===== src/hdl/pdp8Pkg.sv =====
// Types shared by the 12-bit CPU, which has no MQ, no interrupts and a single teleprinter device
`default_nettype none

package pdp8Pkg;

  // Data word and memory address are both 12 bits wide
  typedef logic [11:0] word;
  typedef logic [11:0] addr;

  // One teleprinter character
  typedef logic [7:0] ttyCharT;

  // Decoded view of the current instruction
  typedef struct packed {
    // One-hot major opcode
    logic isAnd;
    logic isTad;
    logic isIsz;
    logic isDca;
    logic isJms;
    logic isJmp;
    logic isIot;
    logic isOpr;
    // Addressing mode of memory reference instructions
    logic isIndirect;
    logic isAutoIndex;
    addr  effAddr;
    // Group 1 micro-ops, CLA is shared with group 2
    logic oprCla;
    logic oprCll;
    logic oprCma;
    logic oprCml;
    logic oprRar;
    logic oprRal;
    logic oprTwice;
    logic oprIac;
    // Group 2 skip tests and sense inversion
    logic skpSma;
    logic skpSza;
    logic skpSnl;
    logic skpInv;
    logic isHalt;
    // Device 04 functions
    logic isTsf;
    logic isTls;
  } instFlags;

  // Front panel operations, opNone must stay at zero
  typedef enum logic [2:0] {
    opNone,
    opLoadPc,
    opDeposit,
    opExamine,
    opRun,
    opHalt
  } panelOp;

  typedef struct packed {
    panelOp op;
    addr    address;
    word    data;
  } panelCmd;

  // Outgoing character beat
  typedef struct packed {
    logic    valid;
    ttyCharT data;
  } ttyBeat;

  // Major states of the sequencer
  typedef enum logic [3:0] {
    seqIdle,
    seqFetchAddr,
    seqFetchData,
    seqDeferAddr,
    seqDeferData,
    seqAutoWrite,
    seqExecAddr,
    seqExecData,
    seqExecWrite,
    seqIoWait
  } seqState;

endpackage

`default_nettype wire


===== src/hdl/instDecoder.sv =====
// Purely combinational decode where group 3 operates and IOTs of devices other than 04 decode as no-ops
`default_nettype none

module instDecoder (
  input  pdp8Pkg::word      ir,
  input  pdp8Pkg::addr      pcLat,
  output pdp8Pkg::instFlags flags
);
  import pdp8Pkg::*;

  logic [2:0] opcode;
  logic       memRef;
  logic       group1;
  logic       group2;
  logic       ttyDev;
  addr        operand;

  assign opcode = ir[11:9];
  // Opcodes 0 to 5 reference memory
  assign memRef = opcode < 3'd6;
  // Bit 7 selects the current page, else page zero
  assign operand = {ir[7] ? pcLat[11:7] : 5'b00000, ir[6:0]};
  assign group1 = (opcode == 3'd7) && !ir[8];
  assign group2 = (opcode == 3'd7) && ir[8] && !ir[0];
  // Teleprinter output is device 04
  assign ttyDev = (opcode == 3'd6) && (ir[8:3] == 6'o04);

  always_comb begin
    flags = '0;
    flags.isAnd = opcode == 3'd0;
    flags.isTad = opcode == 3'd1;
    flags.isIsz = opcode == 3'd2;
    flags.isDca = opcode == 3'd3;
    flags.isJms = opcode == 3'd4;
    flags.isJmp = opcode == 3'd5;
    flags.isIot = opcode == 3'd6;
    flags.isOpr = opcode == 3'd7;
    flags.isIndirect = memRef && ir[8];
    // Indirect through 0010 to 0017 bumps the pointer first
    flags.isAutoIndex = memRef && ir[8] && (operand[11:3] == 9'o001);
    flags.effAddr = operand;
    flags.oprCla = (group1 || group2) && ir[7];
    if (group1) begin
      flags.oprCll   = ir[6];
      flags.oprCma   = ir[5];
      flags.oprCml   = ir[4];
      flags.oprRar   = ir[3];
      flags.oprRal   = ir[2];
      flags.oprTwice = ir[1];
      flags.oprIac   = ir[0];
    end
    // OSR in bit 2 is ignored
    if (group2) begin
      flags.skpSma = ir[6];
      flags.skpSza = ir[5];
      flags.skpSnl = ir[4];
      flags.skpInv = ir[3];
      flags.isHalt = ir[1];
    end
    flags.isTsf = ttyDev && (ir[2:0] == 3'o1);
    flags.isTls = ttyDev && (ir[2:0] == 3'o6);
  end

endmodule

`default_nettype wire


===== config.mk =====
export PLATFORM = sky130hd
export DESIGN_NAME = instDecoder
export DESIGN_NICKNAME = d
export VERILOG_FILES = /design/src/hdl/pdp8Pkg.sv /design/src/hdl/instDecoder.sv
export SDC_FILE = /design/constraint.sdc
export NUM_CORES = 1
export LEC_CHECK = 0
export CELL_PAD_IN_SITES_DETAIL_PLACEMENT = 1
export CELL_PAD_IN_SITES_GLOBAL_PLACEMENT = 1
export CORE_AREA = 8 8 45 47
export DETAILED_ROUTE_END_ITERATION = 10
export DIE_AREA = 0 0 53 55
export DONT_BUFFER_PORTS = 1
export GPL_TIMING_DRIVEN = 0
export PLACE_DENSITY_LB_ADDON = 0.1
export SLEW_MARGIN = 10
export SYNTH_ARGS = -nofsm -noshare
export SYNTH_HDL_FRONTEND = slang
export SYNTH_SLANG_ARGS = --single-unit
export TNS_END_PERCENT = 1

===== constraint.sdc =====
create_clock -name vclk -period 1.3
set_input_delay 0.195 -clock vclk [all_inputs]
set_output_delay 0.195 -clock vclk [all_outputs]
set_load 0.02 [all_outputs]

==> flow_summary_export.csv <==
group,metric,value,unit
layout,area_delta_synth_final,53.8,%
worst_setup_path,critPathMaxFanout,4,
drt,drt_iter0_markers,2,
timing,finalCritPeriodShare,0.978,
layout,final_area,500,µm²
worst_setup_path,arrival,1.08,ns
power,combPwrFrac,1.000,
floorplanning,rows,14,
worst_setup_path,slowest_delay,0.38,ns
worst_setup_path,crit_type,"input port to primary output",
timing,drv_slew,0,
logic_synthesis,syn_area,325,µm²
grt,track_usage,0.0888,
power,swShare,0.566,
logic_synthesis,synth_cells,50,
timing,tightest_slew,0.689,ns
worst_setup_path,start_kind,"input port",
drt,vias,370,
layout,n_antenna_cell,0,
grt,gr-total-overflow,0,
layout,drive_gt1_frac,0.556,
cts,cts.hold.buffers_added,0,
worst_hold_path,hp-class,"input port to primary output",
timing,finalSetupViolations,0,
outcome,status,"completed",
timing,fmax,787,MHz
logic_synthesis,yosysTopAreaCell,"and2_1",
layout,clkbuf_count,0,
worst_setup_path,end_kind,"primary output",
power,pwr-share-clk,0,
worst_setup_path,critPathBufInv,1,
grt,grt_pass1_wl,2080,µm
power,power.density,286,mW/mm²
floorplanning,die_h,55,µm
floorplanning,design.core.area,0.00138,mm²
placement,dpl.cell_count,66,
layout,seq_area,0,µm²
grt,grt_antenna_before_repair,0,
logic_synthesis,postSynthAreaPerCell,6.51,µm²
layout,final_cells,70,
worst_setup_path,cpLargestDelayFamily,"simple AND/OR/NAND/NOR gates",
placement,gp_congestion,0.719,
worst_setup_path,critPathSlowestCell,"nor4b_4",
floorplanning,dieWidth,53,µm
power,p_seq_frac,0,
power,p_leak,0.211,nW
logic_synthesis,synth_top_area_share,0.308,
logic_synthesis,yosys_warnings,0,
worst_setup_path,startpoint,"ir[11]",
grt,grt_pass1_vias,430,
power,irDropWorstVdd,0.000113,V
logic_synthesis,syn-num-nets,74,
worst_setup_path,setup.worst_path.end,"flags[1]",
worst_setup_path,cp.required,1.11,ns
logic_synthesis,seq_area_frac_synth,0,
timing,period_minus_slack,1.27,ns
layout,nFillCells,169,
floorplanning,die_area,0.00292,mm²
layout,design.seq.count,0,
floorplanning,start_util,0.235,
drt,drtPass1Iterations,4,
drt,drc,0,
floorplanning,num_io_pins,61,
drt,viasPerCell,5.29,
power,power.net_switching,0.0000809,W
grt,grt_start_max_net_pins,9,
placement,postPlaceCellArea,365,µm²
drt,drt_wl_total,1390,µm
layout,layout.nets,80,
power,p_int,0.0000621,W
timing,relSlewSlack,0.539,
timing,hold_viol_final,0,
placement,io_buffers,0,
drt,post_drt_wl_per_cell,19.8,µm
worst_setup_path,crit_chain,"clkbuf_16 -> and3b_2 -> nand3_4 -> nor4b_4",
placement,dpl.hpwl,1200,µm
logic_synthesis,ys_types,18,
logic_synthesis,synthTopCellsByArea,"and2_1 (31%), buf_4 (16%), nor4b_1 (8.1%)",
worst_setup_path,crit_cells,4,
run,maxCapViolations,0,
timing,rsz0062_at_grt,"yes",
drt,ant_nets,0,
[metal layers]
layer  part of all wire  track usage
met5                  0            0
met4                  0            0
met3               0.16       0.0321
met2               0.50        0.160
met1               0.33        0.104
[cells in the final DEF, fill, tap and decap left out, drive strengths merged]
cell and n:
a21boi 1, and3b 2, buf 11, clkbuf 2, nand2 2, o21ai 1, nor4b 3, or4 1
nor2 3, and2 17, inv 1, nor3b 4, and3 1, nand3 2, o21a 1, nor3 2
[kinds of logic (layout without fill, tap and decap cells)]
kind of cell	after synthesis	after routing	synth area share
buffers and inverters	10	14	0.204
AND/OR/NAND/NOR	37	37	0.735
AO/OA/AOI/OAI	3	3	0.0615
[power groups by stage]
stage	sequential, W	clock, W	combinational [W]
after floorplan	0	0	0.000104
after global placement	0	0	0.000115
after detailed placement	0	0	0.000115
after CTS	0	0	0.000141
after global routing	0	0	0.000152
final	0	0	0.000143
[stage by stage]
| step | utilization | hold slack [ns] | setup TNS [ns] | setup WS [ns] | power [W] |
|---|---|---|---|---|---|
| finish | 0.362 | 0.431 | 0 | 0.0288 | 0.000143 |
| global route | 0.362 | 0.436 | -0.0599 | -0.0348 | 0.000152 |
| floorplan | - | 0.427 | -0.169 | -0.0901 | 0.000104 |
| detailed placement | 0.264 | 0.433 | -1.68 | -0.236 | 0.000115 |
| CTS | 0.339 | 0.433 | -0.0740 | -0.0510 | 0.000141 |
| global placement | 0.264 | 0.431 | -0.936 | -0.198 | 0.000115 |
[worst min-delay path by stage]
stage	slack, ns	start	cells after the start	to
global placement	0.43	ir[1]	1	flags[1]
CTS	0.43	ir[1]	1	flags[1]
finish	0.43	ir[1]	1	flags[1]
global route	0.44	ir[1]	1	flags[1]
detailed placement	0.43	ir[1]	1	flags[1]
floorplan	0.43	ir[1]	1	flags[1]
[synth_stat cells]
| cell | n |
|---|---|
| and3_1 | 1 |
| nand3_1 | 2 |
| nor3_1 | 2 |
| o21a_1 | 1 |
| nand2_1 | 2 |
| inv_1 | 1 |
| a21boi_0 | 1 |
| nor4b_1 | 3 |
| or4_1 | 1 |
| clkbuf_2 | 2 |
| buf_4 | 7 |
| nor2_1 | 3 |
| and2_1 | 16 |
| nor3b_1 | 3 |
| nor3b_2 | 1 |
| and2_2 | 1 |
| and3b_1 | 2 |
| o21ai_1 | 1 |
[cell type report]
class / count / area (µm²) / share of cell area
multi-input combinational: 40 / 344 / 0.687
buffer: 9 / 103 / 0.205
timing repair buffer: 4 / 30.0 / 0.0600
tap: 16 / 20.0 / 0.0400
inverter: 1 / 3.75 / 0.00750
[repair_timing]
action	in CTS	in global routing
endpoints found under the setup margin	16	16
pin swaps	2	3
buffers inserted	4	0
resized for setup	13	15
(Power assumes the default switching activity.)
