--- config.mk ---
export PLATFORM = sky130hd
export DESIGN_NAME = ttyOut
export DESIGN_NICKNAME = d
export VERILOG_FILES = /design/src/hdl/pdp8Pkg.sv /design/src/hdl/ttyOut.sv
export SDC_FILE = /design/constraint.sdc
export NUM_CORES = 1
export LEC_CHECK = 0
export BUFFER_PORTS_ARGS = -buffer_cell sky130_fd_sc_hd__clkbuf_2
export CORE_AREA = 4 4 41 43
export DETAILED_ROUTE_END_ITERATION = 8
export DIE_AREA = 0 0 45 47
export PLACE_DENSITY = 0.65
export SLEW_MARGIN = 30
export SYNTH_ARGS = -nofsm -noshare
export SYNTH_HDL_FRONTEND = slang
export SYNTH_SLANG_ARGS = --single-unit
--- constraint.sdc ---
create_clock -name SYSCLK -period 1.7 [get_ports SYSCLK]
set_input_delay 0.17 -clock SYSCLK [delete_from_list [all_inputs] [get_ports SYSCLK]]
set_output_delay 0.17 -clock SYSCLK [all_outputs]
set_load 0.02 [all_outputs]
--- src/hdl/pdp8Pkg.sv ---
// Types shared by the 12-bit CPU, which has no MQ, no interrupts and a single teleprinter device
`default_nettype none

package pdp8Pkg;

  // Data word and memory address are both 12 bits wide
  typedef logic [11:0] word;
  typedef logic [11:0] addr;

  // One teleprinter character
  typedef logic [7:0] ttyCharT;

  // Decoded view of the current instruction
  typedef struct packed {
    // One-hot major opcode
    logic isAnd;
    logic isTad;
    logic isIsz;
    logic isDca;
    logic isJms;
    logic isJmp;
    logic isIot;
    logic isOpr;
    // Addressing mode of memory reference instructions
    logic isIndirect;
    logic isAutoIndex;
    addr  effAddr;
    // Group 1 micro-ops, CLA is shared with group 2
    logic oprCla;
    logic oprCll;
    logic oprCma;
    logic oprCml;
    logic oprRar;
    logic oprRal;
    logic oprTwice;
    logic oprIac;
    // Group 2 skip tests and sense inversion
    logic skpSma;
    logic skpSza;
    logic skpSnl;
    logic skpInv;
    logic isHalt;
    // Device 04 functions
    logic isTsf;
    logic isTls;
  } instFlags;

  // Front panel operations, opNone must stay at zero
  typedef enum logic [2:0] {
    opNone,
    opLoadPc,
    opDeposit,
    opExamine,
    opRun,
    opHalt
  } panelOp;

  typedef struct packed {
    panelOp op;
    addr    address;
    word    data;
  } panelCmd;

  // Outgoing character beat
  typedef struct packed {
    logic    valid;
    ttyCharT data;
  } ttyBeat;

  // Major states of the sequencer
  typedef enum logic [3:0] {
    seqIdle,
    seqFetchAddr,
    seqFetchData,
    seqDeferAddr,
    seqDeferData,
    seqAutoWrite,
    seqExecAddr,
    seqExecData,
    seqExecWrite,
    seqIoWait
  } seqState;

endpackage

`default_nettype wire

--- src/hdl/ttyOut.sv ---
// The receiver must return exactly one credit per character and never more than TTY_CREDITS in total
`default_nettype none

module ttyOut #(
  parameter int TTY_CREDITS = 2
) (
  input  logic             SYSCLK,
  input  logic             rstN,
  input  logic             tlsStrobe,
  input  pdp8Pkg::ttyCharT tlsChar,
  output logic             ttyReady,
  output pdp8Pkg::ttyBeat  beat,
  input  logic             ttyCredit
);
  import pdp8Pkg::*;

  localparam int CW = $clog2(TTY_CREDITS + 1);

  logic [CW-1:0] credits;
  logic          send;
  logic          sendQ;
  ttyCharT       charQ;

  // TSF and TLS both need a credit in hand
  assign ttyReady = credits != '0;
  assign send = tlsStrobe && ttyReady;
  assign beat = '{valid: sendQ, data: charQ};

  // Credit count and one-cycle valid
  always_ff @(posedge SYSCLK or negedge rstN) begin
    if (!rstN) begin
      credits <= CW'(TTY_CREDITS);
      sendQ   <= 1'b0;
    end else begin
      sendQ <= send;
      // A send and a return in the same cycle cancel
      case ({send, ttyCredit})
        2'b10: credits <= credits - 1'b1;
        2'b01: credits <= credits + 1'b1;
        default: ;
      endcase
    end
  end

  // Character register
  always_ff @(posedge SYSCLK) begin
    if (send) begin
      charQ <= tlsChar;
    end
  end

endmodule

`default_nettype wire

==> results.py, run 1 <==
metrics = {
    "clock_network": {
        "cts_buffers": 3,
        "cts_tree": "done",
        "cts_root_buf": "clkbuf_4",
        "clock-sinks": 11,
        "postCtsSetupBuffers": 0,
        "cts.path.max_buffers": 2,
        "htreeDepth": 1,
        "clock_latency_ns": 0.26,
        "clkTransAtPathRegs_ns": 0.07,
    },
    "setup_path": {
        "r2r_start": "credits[1]",
        "cp_slowest_cell": "dfstp_2",
        "r2r_slack_ns": 0.29,
        "cp-start-kind": "register",
        "critical_path.top_delay_family": "flip-flops",
        "crit_chain": "or2_1 > nand2_1 > ha_1 > xor2_1 > nor2_1 > xor2_1",
        "crit_path_end_kind": "register",
        "cp_num_buf_inv": 0,
        "reg2reg_depth": 6,
        "critical_path_class": "register to register",
        "cpMostUsedCell": "xor2_1",
        "critPathRequiredTime_ns": 1.89,
        "rr_endpoint": "credits[1]",
        "critical-path-max-stage-delay_ns": 0.54,
        "crit_fanout": 2,
        "crit_arrival_ns": 1.60,
    },
    "global_routing": {
        "grtUsageMet2_pct": 11.30,
        "grt_overflow_total": 0,
        "grt_use_total_pct": 7.550,
        "grt_pass1_vias": 255,
        "grt.busiest_layer": "met2",
        "grt_max_degree": 10,
        "antenna_found_initial": 0,
        "grtUsageMet1_pct": 8.353,
        "use_met3_pct": 3.831,
        "grt_pass1_wl_um": 1062,
    },
    "logic_synthesis": {
        "avgSynthCellArea_um2": 19.02,
        "ys_warn_count": 0,
        "ys_seq_elements": 11,
        "synth_cell_types": 11,
        "syn_nets": 33,
        "yosysSeqAreaShare_pct": 83.22,
        "syn_area_um2": 380.4,
        "synth_cells": 20,
    },
    "pwr": {
        "ir_drop_mv": 0.7842,
        "pwr-share-seq_pct": 50.2,
        "total_power_w": 0.0008165,
        "p_per_area_nw_per_um2": 1532,
        "switchingPower_w": 0.0002588,
        "clock_power_share_pct": 20.7,
        "power_frac_comb_pct": 29.1,
        "leakage_nw": 0.2506,
        "p_int_w": 0.0005578,
        "swShare_pct": 31.69,
    },
    "layout": {
        "syn_to_final_growth_pct": 40.13,
        "antennaDiodeCount": 0,
        "multiInputGateArea_um2": 52.55,
        "fin_util_pct": 40.96,
        "layout-drive-gt1-share_pct": 55.56,
        "fillers": 134,
        "register_area_um2": 316.6,
        "mostFrequentLayoutCells": "clkbuf_2, edfxtp_1, clkbuf_4, xor2_1, dfrtp_1",
        "nNetsFinal": 59,
        "final_cells": 60,
        "final_common_cell": "clkbuf_2",
    },
    "timing": {
        "layout_setup_ws_ns": 0.2940,
        "fin_worst_skew_ns": 0.004308,
        "rsz0062_at_grt": "no",
        "slew_headroom_pct": 78.70,
        "finalCritPeriodShare_pct": 82.70,
        "tns_ns": 0,
        "finalHoldViolations": 0,
        "fmax_mhz": 711.3,
        "drv_slew": 0,
        "finalSetupViolations": 0,
        "worst_pin_slew_ns": 0.3192,
        "finalCriticalPeriod_ns": 1.406,
    },
    "floorplan": {
        "die_y_um": 47,
        "row_count": 13,
        "dieArea_um2": 2115,
        "coreArea_um2": 1301,
        "io_pins": 22,
        "start_util_pct": 29.23,
        "die_w_um": 45,
    },
    "flow_run": {
        "drv_cap": 0,
    },
    "min_path": {
        "hold_depth": 1,
        "worstHoldEndpoint": "charQ[1]",
        "min_path_type": "input port to register",
        "min_from": "tlsChar[1]",
    },
    "route": {
        "antenna_left": 0,
        "drtIter0Drc": 2,
        "via_per_inst": 4.067,
        "firstDrtPassIters": 2,
        "wl_um": 713,
        "drc": 0,
        "via_count": 244,
        "wire_per_inst_um": 11.88,
    },
    "place": {
        "io_buffers": 21,
        "gp_congestion": 0.6083,
        "place_ws_ns": 0.2973,
        "dpl.cell_count": 55,
    },
    "status": {
        "status": "complete, no violations",
    },
}
power by group through the flow:
stage / clock network (W) / logic (W) / registers, W
2_1_floorplan: 0 / 0.000126 / 0.000455
3_3_place_gp: 0 / 0.000237 / 0.000413
3_5_place_dp: 0 / 0.000241 / 0.000413
4_1_cts: 0.000181 / 0.000242 / 0.000410
5_1_grt: 0.000189 / 0.000264 / 0.000417
6_report: 0.000169 / 0.000238 / 0.000410
synth_stat cells:
library cell  instances  share of area, %
buf_4                 1               2.0
dfrtp_1               2                13
dfstp_2               1               6.9
edfxtp_1              8                63
ha_1                  1               3.3
inv_1                 1              0.99
nand2_1               1              0.99
nor2_1                1              0.99
or2_1                 1               1.6
xnor2_1               1               2.3
xor2_1                2               4.6
metal layers:
layer	share of wire (%)	wire length (um)
met1	47	338
met2	40	288
met3	12	86
met4	0	0
met5	0	0
cell type report:
class                      count  area share [%]
timing repair buffer          22           21.60
inverter                       1          0.7042
clock buffer                   4           4.930
sequential                    11           59.39
tap                           15           3.521
multi-input combinational      7           9.859
cells by family after synthesis:
family / share of synthesized area (%)
simple gates: 3.618
xor+xnor: 6.909
fa+ha+maj: 3.289
buf+inv: 2.960
flops: 83.23
through the flow:
step / hold WS (ns) / cell area [um^2]
after floorplan: -0.1256 / 380.4
after global placement: -0.02837 / 496.7
after detailed placement: -0.02998 / 496.7
after CTS: 0.07040 / 533.0
after global routing: 0.06939 / 533.0
final: 0.08243 / 533.0
worst register-to-register path: cells and delay by family, from the launching register on:
kind	cells	cell delay, ns
xor+xnor	2	0.31
fa+ha+maj	1	0.19
flops	1	0.54
simple gates	3	0.31
registers in the layout, indices dropped and copies added (netlist names):
register / count
sendQ: 1
credits: 2
charQ: 8
worst max path at each step:
stage                     from          to  slack [ns]  depth (start not counted)
floorplan           credits[1]  credits[1]        0.21                          6
CTS                 credits[1]  credits[1]        0.29                          6
global route        credits[1]  credits[1]        0.16                          6
finish              credits[1]  credits[1]        0.29                          6
global placement    credits[1]  credits[1]        0.34                          6
detailed placement  credits[1]  credits[1]        0.30                          6
what timing repair did:
item / 4_1_cts / 5_1_grt
resized for setup: 0 / 0
hold buffers: 1 / 0
hold endpoints to repair: 3 / 0
(Power assumes the default switching activity.)
==> run 2: changes to the inputs <==
- ABC_AREA: default -> 1
- PLACE_DENSITY: 0.65 -> 0.7
- clock period: 1.7 -> 1.2 ns (I/O delays scaled with it)
==> results.py, run 2 <==
metrics = {
    "status": {
        "status": "finished with violations",
        "violations": "negative setup slack",
    },
    "route": {
        "wl_um": 848,
        "firstDrtPassIters": 4,
        "via_count": 283,
        "antenna_left": 0,
        "via_per_inst": 4.162,
        "wire_per_inst_um": 12.47,
        "drc": 0,
        "drtIter0Drc": 3,
    },
    "setup_path": {
        "cp-start-kind": "register",
        "crit_arrival_ns": 1.43,
        "crit_fanout": 2,
        "cp-startpoint": "credits[1]",
        "critical_path_class": "register to register",
        "critPathRequiredTime_ns": 1.40,
        "r2r_start": "credits[1]",
        "crit_path_end_kind": "register",
    },
    "logic_synthesis": {
        "avgSynthCellArea_um2": 15.11,
        "synth_most_common_cell": "edfxtp_1",
        "syn_area_um2": 407.9,
        "syn_nets": 40,
        "ys_warn_count": 0,
        "synth_commonest_cells": "edfxtp_1, inv_1, nand2_1",
        "synth_cell_types": 12,
        "synth_top_area_cell": "edfxtp_1",
        "yosysTopAreaCellShare_pct": 58.90,
        "ys_top_cells_by_area": "edfxtp_1, dfrtp_1, dfstp_2",
        "synthArstFlopShare_pct": 27.27,
        "synth_edf_count": 8,
        "yosysSeqAreaShare_pct": 77.61,
        "synth_cells": 27,
        "ys.flop_type": "edfxtp_1",
        "ys_seq_elements": 11,
    },
    "place": {
        "dpl_cell_area_um2": 549.3,
        "gp_congestion": 0.6990,
        "io_buffers": 21,
    },
    "clock_network": {
        "cts_buffers": 3,
        "clock-sinks": 11,
        "cts.path.max_buffers": 2,
        "clkTransAtPathRegs_ns": 0.06,
        "cts_tree": "done",
        "htreeDepth": 1,
        "clock_latency_ns": 0.26,
        "cts_root_buf": "clkbuf_4",
    },
    "layout": {
        "antennaDiodeCount": 0,
        "largest_reg_flops": 8,
        "fillers": 125,
        "final_common_cell": "clkbuf_2",
        "largestRegisters": "charQ (8), credits (2), sendQ (1)",
        "design_area_um2": 595.6,
        "layout-drive-gt1-share_pct": 66.04,
        "nNetsFinal": 67,
        "syn_to_final_growth_pct": 46.01,
        "top_register": "charQ",
        "mostFrequentLayoutCells": "clkbuf_2, edfxtp_1, inv_2, clkbuf_4, nand2_1",
    },
    "global_routing": {
        "grt_use_total_pct": 8.916,
        "grt_overflow_total": 0,
        "grt_max_degree": 10,
        "grt_pass1_wl_um": 1214,
        "antenna_found_initial": 0,
        "grt_pass1_vias": 270,
    },
    "pwr": {
        "p_int_w": 0.0008614,
        "pwr-share-seq_pct": 43.6,
        "ir_drop_mv": 1.000,
        "leakage_nw": 0.2837,
        "clock_power_share_pct": 17.9,
        "swShare_pct": 35.38,
        "power_frac_comb_pct": 38.5,
        "p_per_area_nw_per_um2": 2238,
        "switchingPower_w": 0.0004716,
    },
    "floorplan": {
        "row_count": 13,
        "die_y_um": 47,
        "coreArea_um2": 1301,
        "start_util_pct": 31.35,
        "die_w_um": 45,
        "io_pins": 22,
        "dieArea_um2": 2115,
    },
    "timing": {
        "slew_headroom_pct": 87.47,
        "finalCritPeriodShare_pct": 102.3,
        "holdWs_ns": 0.04018,
        "finalHoldViolations": 0,
        "finalCriticalPeriod_ns": 1.228,
        "rsz0062_at_grt": "yes",
        "worst_pin_slew_ns": 0.1877,
        "finalSetupViolations": 1,
        "drv_slew": 0,
        "layout_setup_ws_ns": -0.02761,
        "fin_worst_skew_ns": 0.001130,
        "fmax_mhz": 814.6,
        "tns_ns": -0.02761,
    },
    "min_path": {
        "min_from": "tlsChar[2]",
        "min_path_type": "input port to register",
    },
    "flow_run": {
        "drv_cap": 0,
    },
}
==> run 2: cell count changes after synthesis, sizes merged <==
cell	delta
nand4	+1
or2	-1
nand3	+1
nand2	+5
xor2	-2
nor2	-1
inv	+4
==> run 2: cells by family after synthesis <==
kind of cell | after synthesis | share of synthesized area, %
xor+xnor | 1 | 2.148
fa+ha+maj | 1 | 3.067
buf+inv | 6 | 6.440
flops | 11 | 77.61
simple gates | 8 | 10.74
==> run 2: final cells by class <==
type                            count  area (um^2)  share of cell area [%]
Multi-Input combinational cell     10        90.09                   15.13
Sequential cell                    11        316.6                   53.15
Timing Repair Buffer               23        125.1                   21.01
Clock buffer                        4        26.28                   4.412
Inverter                            5        18.77                   3.151
Tap cell                           15        18.77                   3.151
==> run 2: per-stage QoR <==
stage | utilization, % | total power [W] | instances | setup slack, ns
detailed placement | 42.21 | 0.001068 | 62 | -0.03939
global placement | 42.21 | 0.001057 | 62 | -0.01435
CTS | 45.77 | 0.001348 | 68 | -0.02018
global route | 45.77 | 0.001417 | 68 | -0.08628
floorplan | - | 0.0009449 | 27 | -0.02910
finish | 45.77 | 0.001333 | 68 | -0.02761
==> run 2: what timing repair did <==
action,4_1_cts,5_1_grt
endpoints found under the setup margin,2,11
hold buffers,1,0
gates resized for setup,1,0
pin swaps,5,0
buffers inserted,1,0
hold endpoints to repair,3,0
==> run 2: worst max-delay path, cell delays in order (launching register included) <==
cell and delay, ns:
dfstp_2 0.54, inv_2 0.05, nand2_4 0.06, nand2_4 0.05, ha_4 0.27, inv_2 0.04
nand3_2 0.05, nand2_1 0.05, nand2_1 0.06
==> run 2: per-layer routing <==
layer | GRT usage, % | share of wire (%)
met5 | 0 | 0
met4 | 5.263 | 0
met3 | 3.448 | 13
met2 | 12.99 | 40
met1 | 11.22 | 47
==> run 2: final timing paths <==
path / slack, ns / cells past startpoint / end
min in group asynchronous: 0.18 / 2 / credits[0]
setup / recovery: -0.03 / 8 / credits[1]
max in group asynchronous: 0.82 / 2 / credits[1]
hold reg to reg: 0.48 / 2 / credits[1]
hold / removal: 0.04 / 1 / charQ[2]
setup reg to reg: -0.03 / 8 / credits[1]
==> run 2: power by group through the flow <==
stage / logic, W / clock network, W / registers, W
2_1_floorplan: 0.000295 / 0 / 0.000650
3_3_place_gp: 0.000472 / 0 / 0.000585
3_5_place_dp: 0.000477 / 0 / 0.000590
4_1_cts: 0.000512 / 0.000253 / 0.000582
5_1_grt: 0.000559 / 0.000265 / 0.000593
6_report: 0.000513 / 0.000238 / 0.000582
