### config.mk
export PLATFORM = sky130hd
export DESIGN_NAME = controlSequencer
export DESIGN_NICKNAME = d
export VERILOG_FILES = /design/src/hdl/pdp8Pkg.sv /design/src/hdl/controlSequencer.sv
export SDC_FILE = /design/constraint.sdc
export NUM_CORES = 1
export LEC_CHECK = 0
export ABC_CLOCK_PERIOD_IN_PS = 3600
export BUFFER_PORTS_ARGS = -buffer_cell sky130_fd_sc_hd__buf_4
export CAP_MARGIN = 20
export CORE_MARGIN = 3
export CORE_UTILIZATION = 39
export DETAILED_ROUTE_END_ITERATION = 10
export HOLD_SLACK_MARGIN = 0.08
export PLACE_DENSITY_LB_ADDON = 0.08
export SYNTH_ARGS = -nofsm -noshare
export SYNTH_HDL_FRONTEND = slang
export SYNTH_SLANG_ARGS = --single-unit
### constraint.sdc
create_clock -name SYSCLK -period 3.6 [get_ports SYSCLK]
set_clock_uncertainty 0.1 [all_clocks]
set_input_delay 0.18 -clock SYSCLK [delete_from_list [all_inputs] [get_ports SYSCLK]]
set_output_delay 0.18 -clock SYSCLK [all_outputs]
set_load 0.05 [all_outputs]
### src/hdl/pdp8Pkg.sv
// Types shared by the 12-bit CPU, which has no MQ, no interrupts and a single teleprinter device
`default_nettype none

package pdp8Pkg;

  // Data word and memory address are both 12 bits wide
  typedef logic [11:0] word;
  typedef logic [11:0] addr;

  // One teleprinter character
  typedef logic [7:0] ttyCharT;

  // Decoded view of the current instruction
  typedef struct packed {
    // One-hot major opcode
    logic isAnd;
    logic isTad;
    logic isIsz;
    logic isDca;
    logic isJms;
    logic isJmp;
    logic isIot;
    logic isOpr;
    // Addressing mode of memory reference instructions
    logic isIndirect;
    logic isAutoIndex;
    addr  effAddr;
    // Group 1 micro-ops, CLA is shared with group 2
    logic oprCla;
    logic oprCll;
    logic oprCma;
    logic oprCml;
    logic oprRar;
    logic oprRal;
    logic oprTwice;
    logic oprIac;
    // Group 2 skip tests and sense inversion
    logic skpSma;
    logic skpSza;
    logic skpSnl;
    logic skpInv;
    logic isHalt;
    // Device 04 functions
    logic isTsf;
    logic isTls;
  } instFlags;

  // Front panel operations, opNone must stay at zero
  typedef enum logic [2:0] {
    opNone,
    opLoadPc,
    opDeposit,
    opExamine,
    opRun,
    opHalt
  } panelOp;

  typedef struct packed {
    panelOp op;
    addr    address;
    word    data;
  } panelCmd;

  // Outgoing character beat
  typedef struct packed {
    logic    valid;
    ttyCharT data;
  } ttyBeat;

  // Major states of the sequencer
  typedef enum logic [3:0] {
    seqIdle,
    seqFetchAddr,
    seqFetchData,
    seqDeferAddr,
    seqDeferData,
    seqAutoWrite,
    seqExecAddr,
    seqExecData,
    seqExecWrite,
    seqIoWait
  } seqState;

endpackage

`default_nettype wire

### src/hdl/controlSequencer.sv
// Panel commands are served only while halted and a panel halt stops the CPU at the next instruction boundary
`default_nettype none

module controlSequencer (
  input  logic              SYSCLK,
  input  logic              rstN,
  input  pdp8Pkg::panelCmd  panel,
  output pdp8Pkg::word      examData,
  output logic              examValid,
  output pdp8Pkg::addr      memAddr,
  output pdp8Pkg::word      memWData,
  output logic              memWe,
  input  pdp8Pkg::word      memRData,
  output pdp8Pkg::word      ir,
  output pdp8Pkg::addr      pcLat,
  input  pdp8Pkg::instFlags flags,
  output logic              acLoadAdd,
  output logic              acLoadAnd,
  output logic              acClear,
  output logic              oprStep,
  input  logic              skipTaken,
  input  pdp8Pkg::word      ac,
  input  logic              ttyReady,
  output logic              tlsStrobe,
  output logic              halted,
  output logic              instRetire,
  output pdp8Pkg::addr      pc
);
  import pdp8Pkg::*;

  seqState state;
  panelCmd panelReg;
  word     irReg;
  addr     ma;
  word     mb;
  logic    haltReq;
  logic    memRef;
  logic    skipNow;
  logic    stopNow;
  logic    lastCycle;

  // Decode sees the fetched word directly while it is on the read port
  assign ir = (state == seqFetchData) ? memRData : irReg;
  // Examine data comes straight from the read port, examValid marks it
  assign examData = memRData;

  assign memRef = !(flags.isOpr || flags.isIot);
  // Skip source depends on the instruction class
  assign skipNow = flags.isOpr ? skipTaken : (flags.isTsf && ttyReady);
  assign stopNow = haltReq || (panelReg.op == opHalt) || flags.isHalt;

  // Memory port, accumulator strobes and end-of-instruction detect
  always_comb begin
    memAddr   = pc;
    memWData  = mb;
    memWe     = 1'b0;
    acLoadAdd = 1'b0;
    acLoadAnd = 1'b0;
    acClear   = 1'b0;
    oprStep   = 1'b0;
    tlsStrobe = 1'b0;
    lastCycle = 1'b0;
    case (state)
      seqIdle: begin
        memAddr  = panelReg.address;
        memWData = panelReg.data;
        memWe    = (panelReg.op == opDeposit);
      end
      seqDeferAddr: memAddr = flags.effAddr;
      // Pointer write-back for 0010 to 0017
      seqAutoWrite: begin
        memAddr  = flags.effAddr;
        memWData = ma;
        memWe    = 1'b1;
      end
      seqExecAddr: begin
        memAddr   = ma;
        oprStep   = flags.isOpr;
        tlsStrobe = flags.isTls && ttyReady;
        // Operate and IOT finish here unless TLS lacks a credit
        lastCycle = !memRef && !(flags.isTls && !ttyReady);
      end
      seqExecData: begin
        memAddr   = ma;
        acLoadAnd = flags.isAnd;
        acLoadAdd = flags.isTad;
        lastCycle = flags.isAnd || flags.isTad || flags.isJmp;
      end
      seqExecWrite: begin
        memAddr   = ma;
        memWe     = 1'b1;
        acClear   = flags.isDca;
        lastCycle = 1'b1;
      end
      seqIoWait: begin
        tlsStrobe = ttyReady;
        lastCycle = ttyReady;
      end
      default: ;
    endcase
  end

  // Control state, PC and panel handling
  always_ff @(posedge SYSCLK or negedge rstN) begin
    if (!rstN) begin
      state      <= seqIdle;
      pc         <= '0;
      panelReg   <= '0;
      haltReq    <= 1'b0;
      halted     <= 1'b1;
      instRetire <= 1'b0;
      examValid  <= 1'b0;
    end else begin
      panelReg   <= panel;
      instRetire <= lastCycle;
      examValid  <= (state == seqIdle) && (panelReg.op == opExamine);
      // Remember a panel halt until the instruction ends
      if (!halted && panelReg.op == opHalt) begin
        haltReq <= 1'b1;
      end
      case (state)
        seqIdle: begin
          if (panelReg.op == opLoadPc) begin
            pc <= panelReg.address;
          end
          if (panelReg.op == opRun) begin
            halted <= 1'b0;
            state  <= seqFetchAddr;
          end
        end
        seqFetchAddr: begin
          pc    <= pc + 12'd1;
          state <= seqFetchData;
        end
        seqFetchData: state <= flags.isIndirect ? seqDeferAddr : seqExecAddr;
        seqDeferAddr: state <= seqDeferData;
        seqDeferData: state <= flags.isAutoIndex ? seqAutoWrite : seqExecAddr;
        seqAutoWrite: state <= seqExecAddr;
        seqExecAddr: begin
          pc    <= pc + {11'd0, skipNow};
          // ioWait only holds when TLS finds no credit
          state <= memRef ? seqExecData : seqIoWait;
        end
        seqExecData: begin
          if (flags.isJmp) begin
            pc <= ma;
          end
          state <= seqExecWrite;
        end
        seqExecWrite: begin
          // JMS stores the return address and continues after it
          if (flags.isJms) begin
            pc <= ma + 12'd1;
          end else if (flags.isIsz && mb == '0) begin
            pc <= pc + 12'd1;
          end
        end
        seqIoWait: ;
        default: state <= seqIdle;
      endcase
      // Instruction boundary overrides the next state
      if (lastCycle) begin
        state <= stopNow ? seqIdle : seqFetchAddr;
        if (stopNow) begin
          halted  <= 1'b1;
          haltReq <= 1'b0;
        end
      end
    end
  end

  // IR, MA, MB and the latched PC
  always_ff @(posedge SYSCLK) begin
    case (state)
      seqFetchAddr: pcLat <= pc;
      seqFetchData: begin
        irReg <= memRData;
        ma    <= flags.effAddr;
      end
      seqDeferData: ma <= flags.isAutoIndex ? memRData + 12'd1 : memRData;
      seqExecData: begin
        if (flags.isIsz) begin
          mb <= memRData + 12'd1;
        end else if (flags.isJms) begin
          mb <= pc;
        end else begin
          mb <= ac;
        end
      end
      default: ;
    endcase
  end

endmodule

`default_nettype wire

==> metrics, run 1 <==
outcome=finished clean; number of flops mapped to enable cells by yosys=36; Placeable Area=between 0.01 and 0.015 mm²; share of the clock period used by the worst path after layout=0.882; met2 Track Usage GR=0.392; layout cells sized above 1=0.294; DRT Wirelength=between 15 and 20 mm; clock tree from TritonCTS=built; number of DRC violations after detailed-routing iteration 0=500; Crit Reg-Reg Startpoint=state[1]$_DFFE_PN0P_; die outline area=between 0.015 and 0.02 mm²; total number of nets in the final design=approximately 870; Overall Global Routing Usage=0.243; buffer type at the clock tree root=sky130_fd_sc_hd__clkbuf_16; routed vias/inst=roughly 5.6; peak supply drop=approximately 1100 µV; GP Congestion=0.931; Layout Utilization=0.547; fraction of registers with async set or reset after synthesis=0.495; Most Crowded Layer GR=met2; HP Start=ac[7]; clock transition at the register clock pins on the worst setup and hold paths after CTS=approximately 0.070 ns; maximum operating frequency=~310 MHz; antenna violations before repair=0; number of detailed-route iterations in the first pass=5; end of the worst hold path=mb[7]$_DFFE_PN_; Tightest Pin Transition=0.842 ns; total number of H-tree levels=3; share of power burned in the clock network=0.113; per-instance average area after synthesis=9.60 µm²; number of storage elements in the synthesis netlist=95; aggregate negative setup slack=0 ns; Max FO, Critical Path=20; global routing met3 resource utilization=0.0521; crit path kind=reg -> out; HPWL after detailed placement=about 15 mm; number of standard cells after synthesis=580; Max Transition Viols Final=0; final critical path time including I/O delays and setup=approximately 3.2 ns; Critical Path End Type=primary output; total clock buffers created by CTS=9; Initial Util=0.400; setup-violating endpoint count in the final report=0; crit path DAT=roughly 2.9 ns; commonest cells after routing, fill and taps aside=175 x sky130_fd_sc_hd__buf_4, 71 x sky130_fd_sc_hd__nand2_1, 54 x sky130_fd_sc_hd__nor2_1; area growth from synthesis to layout=36.9%; Std-Cell Rows=43; share of synthesized area occupied by flip-flops and latches=0.449; worst hold path stage count=3; number of hold-slack violations in the final timing report=0; largest net degree at the start of global routing=48; CTS Buffer Depth=2; Num Clock Sinks=between 90 and 100; number of distinct standard cells referenced by the synthesized netlist=77; wire length of the first global-routing pass=roughly 30 mm; Reg2Reg Depth=6; part of the total power dissipated in combinational logic=0.622; GRT overflow=0; Max-Slew Margin vs Limit=0.437; final antenna-violating net count=0; number of diodes added for antenna fixing=0; height of the die=around 130 µm; category of the worst setup path launch point=register; total internal power=3.55 mW; class of the tightest hold or removal check=in -> reg; Post-route DRC=0; Max Cap Violations=0; vias in the first global route=around 5.2k; summed instance area of the synthesized netlist=about 0.0056 mm²; register share of total power=0.265; Ports=173; Leak=around 3.2 nW; most common cell after layout, fill and taps aside=sky130_fd_sc_hd__buf_4; switching pwr=roughly 4.2 mW; Yosys warning count=0; source-to-sink clock delay at the later pin of the worst-skew pair=0.35 ns; Routed wire per std cell=20.5 µm; number of nets produced by synthesis=between 600 and 700; switching share of power=0.545; R2R Path End=pc[3]$_DFFE_PN0P_; RSZ-0062 raised after global routing=no; Vias=around 5.3k; register-to-register setup slack=between 0.8 and 0.9 ns; most instantiated flip-flop cell in the synthesis netlist=sky130_fd_sc_hd__dfrtp_1; required time at the endpoint of the critical path=3.32 ns; Die X-Extent=about 130 µm; met1 capacity usage during global routing=0.327; total of buffers placed on input and output ports=between 150 and 200; power density over cell area=~1000 mW/mm²
[flip-flops by register name, indices dropped and copies added (netlist names)]
| signal | cells |
|---|---|
| examValid | 1 |
| mb | 12 |
| ma | 12 |
| instRetire | 1 |
| pcLat | 12 |
| halted | 1 |
| state | 4 |
| irReg | 12 |
| haltReq | 1 |
| pc | 12 |
| panelReg | 27 |
[power by group through the flow]
stage / sequential, mW / clock (mW) / combinational (mW)
2_1_floorplan: 2.15 / 0 / 3.20
3_3_place_gp: 2.07 / 0 / 4.75
3_5_place_dp: 2.08 / 0 / 4.80
4_1_cts: 2.06 / 0.911 / 4.85
5_1_grt: 2.11 / 0.961 / 5.15
6_report: 2.07 / 0.882 / 4.85
[synthesized netlist by cell type, types with 5 or more instances]
master	number	share of area
sky130_fd_sc_hd__a31oi_1	5	0.0056
sky130_fd_sc_hd__dfrtp_1	46	0.21
sky130_fd_sc_hd__a222oi_1	13	0.023
sky130_fd_sc_hd__o22ai_1	6	0.0067
sky130_fd_sc_hd__edfxtp_1	36	0.19
sky130_fd_sc_hd__a211oi_1	5	0.0067
sky130_fd_sc_hd__o21ai_1	11	0.0099
sky130_fd_sc_hd__nor2b_1	5	0.0056
sky130_fd_sc_hd__nand2_1	71	0.048
sky130_fd_sc_hd__dfxtp_1	12	0.043
sky130_fd_sc_hd__inv_1	12	0.0081
sky130_fd_sc_hd__nor2_1	54	0.036
sky130_fd_sc_hd__xor2_1	22	0.035
sky130_fd_sc_hd__ha_1	6	0.013
sky130_fd_sc_hd__o21ai_0	32	0.029
sky130_fd_sc_hd__mux2_2	11	0.022
sky130_fd_sc_hd__nand3_1	13	0.012
sky130_fd_sc_hd__and2_1	6	0.0067
sky130_fd_sc_hd__buf_2	13	0.012
sky130_fd_sc_hd__nand4_1	8	0.0090
sky130_fd_sc_hd__nand2b_1	5	0.0056
sky130_fd_sc_hd__a21oi_1	34	0.031
sky130_fd_sc_hd__mux2i_1	11	0.020
sky130_fd_sc_hd__xnor2_1	7	0.011
sky130_fd_sc_hd__nor3_1	11	0.0099
sky130_fd_sc_hd__and3_1	9	0.010
sky130_fd_sc_hd__buf_4	15	0.020
sky130_fd_sc_hd__clkbuf_1	15	0.010
sky130_fd_sc_hd__a22oi_1	13	0.018
[logic make-up after synthesis]
| kind of cell | share of synthesized area |
|---|---|
| mux | 0.0460 |
| simple gates | 0.189 |
| buf+inv | 0.0577 |
| compound gates | 0.200 |
| flops | 0.449 |
| fa+ha+maj | 0.0135 |
| xor+xnor | 0.0456 |
[how the worst max path moves through the flow]
stage / start / to / slack (ns) / cells after the start
after floorplan: state[0]$_DFFE_PN0P_ / memAddr[1] / 0.96 / 7
after detailed placement: state[1]$_DFFE_PN0P_ / pc[4]$_DFFE_PN0P_ / 0.82 / 7
after global placement: state[3]$_DFFE_PN0P_ / memAddr[2] / 0.86 / 7
after global routing: state[0]$_DFFE_PN0P_ / memAddr[1] / 0.22 / 7
final: state[0]$_DFFE_PN0P_ / memAddr[2] / 0.42 / 7
after CTS: state[3]$_DFFE_PN0P_ / memAddr[8] / 0.44 / 7
[stage by stage]
step                      power, mW  std cells  hold slack [ns]  worst slack, ns  instance area (µm²)
after floorplan                5.34        580           -0.216            0.959                 5570
after global placement         6.81        887            0.154            0.857                 6860
after detailed placement       6.88        887            0.156            0.820                 6860
after CTS                      7.82        952           0.0804            0.444                 7610
after global routing           8.22        953           0.0805            0.222                 7620
final                          7.80        953           0.0909            0.424                 7620
[per-layer routing]
layer	up-vias	part of all wire
li1	2502	-
met1	2586	0.43
met2	225	0.48
met3	21	0.073
met4	0	0.021
met5	-	0
[timing repair]
item / CTS / global route
gates resized for setup: 0 / 0
setup buffers: 0 / 0
hold endpoints to repair: 95 / 1
endpoints found under the setup margin: 0 / 0
hold buffers: 49 / 1
[cell type report]
cell class / instances / area [µm²]
fillers: 1264 / 6310
multi-input cells: 425 / 2770
flip-flops and latches: 95 / 2500
repair buffers: 225 / 1810
clock buffers: 11 / 233
well taps: 180 / 225
inverters: 12 / 45.0
clock inverters: 5 / 35.0
[critical path, cell delays in order (launching register included)]
cell                      delay (ns)
sky130_fd_sc_hd__dfrtp_1        0.81
sky130_fd_sc_hd__inv_1          0.25
sky130_fd_sc_hd__nor3_1         0.53
sky130_fd_sc_hd__or3_1          0.24
sky130_fd_sc_hd__buf_4          0.19
sky130_fd_sc_hd__nor2_1         0.05
sky130_fd_sc_hd__a21oi_1        0.22
sky130_fd_sc_hd__buf_4          0.25
Power figures use the tool's default switching activity.
==> run 2, diff against run 1 <==
- ABC_CLOCK_PERIOD_IN_PS: 3600 -> 3300
- clock period: 3.6 -> 3.3 ns (I/O delays scaled with it)
==> run 2 against run 1 <==
Net effect:
- sequential share of layout area decreased by 0.56 points
- die area unchanged
- clock power increased by 20%
- critical path depth unchanged
- critical path type unchanged
- largest power group unchanged
==> metrics, run 2 (synthesis results as in run 1) <==
most common cell after layout, fill and taps aside=sky130_fd_sc_hd__buf_4; vias in the first global route=~5.4k; multi-input combinational cell area=approximately 0.0028 mm²; Crit path largest cell delay=approximately 0.64 ns; final antenna-violating net count=0; peak supply drop=just over 1000 µV; worst hold path stage count=3; maximum operating frequency=331 MHz; power density over cell area=roughly 1100 mW/mm²; post-layout power=approximately 8.6 mW; switching pwr=approximately 4.7 mW; Max Cap Violations=0; GP Congestion=roughly 0.91; total internal power=slightly below 4 mW; total number of nets in the final design=roughly 900; Max Transition Viols Final=0; class of the tightest hold or removal check=in -> reg; crit path DAT=2.76 ns; crit path kind=reg -> out; Overall Global Routing Usage=0.248; post-cts resize count=0; share of power burned in the clock network=0.123; Placeable Area=approximately 0.014 mm²; CP max-delay cell=sky130_fd_sc_hd__or4b_4; Critical Path End Type=primary output; crit-path leading delay family=simple AND/OR/NAND/NOR gates; post-CTS setup buffer count=0; count of hold buffers inserted by post-cts repair=57; register share of total power=0.255; Max-Slew Margin vs Limit=0.547; final critical path time including I/O delays and setup=3.02 ns; aggregate negative setup slack=0 ns; setup-violating endpoint count in the final report=0; total of buffers placed on input and output ports=160; GRT overflow=0; antenna violations before repair=0; number of DRC violations after detailed-routing iteration 0=between 500 and 600; cell repeated most along the worst path=sky130_fd_sc_hd__buf_4; total clock buffers created by CTS=9; Die X-Extent=around 130 µm; Vias=5393; CTS Buffer Depth=2; sequential standard cell area=0.00250 mm²; routed vias/inst=around 5.6; Reg2Reg Depth=6; Post-route DRC=0; wire length of the first global-routing pass=about 30 mm; Leak=roughly 3.3 nW; min setup slack post-route=roughly 0.28 ns; Routed wire per std cell=roughly 20 µm; clock transition at the register clock pins on the worst setup and hold paths after CTS=roughly 0.07 ns; Max FO, Critical Path=15; max FFs per register=27; RSZ-0062 raised after global routing=no; cells along the critical path=or4b_4 > nand2_1 > or3_1 > buf_4 > nor2_1 > a21oi_1 > buf_4; commonest cells after routing, fill and taps aside=179 x sky130_fd_sc_hd__buf_4, 71 x sky130_fd_sc_hd__nand2_1, 57 x sky130_fd_sc_hd__dlygate4sd3_1; Ports=roughly 170; height of the die=approximately 130 µm; Filler Cells Inserted=1242; die outline area=about 0.016 mm²; worst setup timing slack at the placement stage=between 0.6 and 0.7 ns; area growth from synthesis to layout=39.2%; number of detailed-route iterations in the first pass=5; buffer type at the clock tree root=sky130_fd_sc_hd__clkbuf_16; Reg with most FFs=panelReg; Std-Cell Rows=between 40 and 50; category of the worst setup path launch point=register; number of hold-slack violations in the final timing report=0; Initial Util=0.400; switching share of power=0.542; source-to-sink clock delay at the later pin of the worst-skew pair=approximately 0.36 ns; part of the total power dissipated in combinational logic=0.622; DRT Wirelength=19.7 mm; layout cells sized above 1=0.296; Num Clock Sinks=95; largest net degree at the start of global routing=between 40 and 50; total number of H-tree levels=3; HPWL after detailed placement=around 15 mm; outcome=finished clean; clock tree from TritonCTS=built; required time at the endpoint of the critical path=3.03 ns; crit path buf inv count=2; number of diodes added for antenna fixing=0; Tightest Pin Transition=roughly 0.68 ns; critical path depth in cells=7; share of the clock period used by the worst path after layout=0.916
run 2: layer usage:
layer | GRT usage | vias up | share of wire
met4 | 0.0829 | 0 | 0.021
met3 | 0.0547 | 32 | 0.077
met5 | 0 | - | 0
li1 | - | 2526 | -
met2 | 0.396 | 269 | 0.47
met1 | 0.335 | 2566 | 0.43
run 2: through the flow:
step,cell area [µm²],hold WS [ns],utilization,cells
detailed placement,6890,0.127,0.494,891
global route,7760,0.115,0.557,964
CTS,7760,0.0859,0.557,964
floorplan,5570,-0.231,-,580
global placement,6890,0.129,0.494,891
finish,7760,0.0907,0.557,964
run 2: path summary, 6_finish.rpt:
check | startpoint | to | slack, ns
max reg2reg | state[0]$_DFFE_PN0P_ | pc[5]$_DFFE_PN0P_ | 0.59
min in group asynchronous | rstN | pc[7]$_DFFE_PN0P_ | 0.29
min | ac[5] | mb[5]$_DFFE_PN_ | 0.09
max | state[0]$_DFFE_PN0P_ | memAddr[10] | 0.28
min reg2reg | irReg[4]$_DFF_P_ | irReg[4]$_DFF_P_ | 0.37
max in group asynchronous | rstN | panelReg[1]$_DFF_PN0_ | 2.38
run 2: tightest hold or removal path: cells and delay by family:
| family | cells | cell delay, ns |
|---|---|---|
| AOI/OAI and AO/OA | 1 | 0.14 |
| muxes | 1 | 0.05 |
| buffers and inverters | 1 | 0.08 |
run 2: power groups by stage:
| stage | registers (mW) | logic [mW] | clock network (mW) |
|---|---|---|---|
| global route | 2.25 | 5.73 | 1.14 |
| CTS | 2.20 | 5.37 | 1.08 |
| finish | 2.20 | 5.38 | 1.06 |
| detailed placement | 2.23 | 5.30 | 0 |
| floorplan | 2.34 | 3.49 | 0 |
| global placement | 2.21 | 5.25 | 0 |
run 2: final cells by class:
class                           instances  share of cell area
Clock buffer                           11              0.0327
Clock inverter                          5             0.00581
Inverter                               12             0.00581
Multi-Input combinational cell        425               0.358
Sequential cell                        95               0.322
Tap cell                              180              0.0290
Timing Repair Buffer                  236               0.247
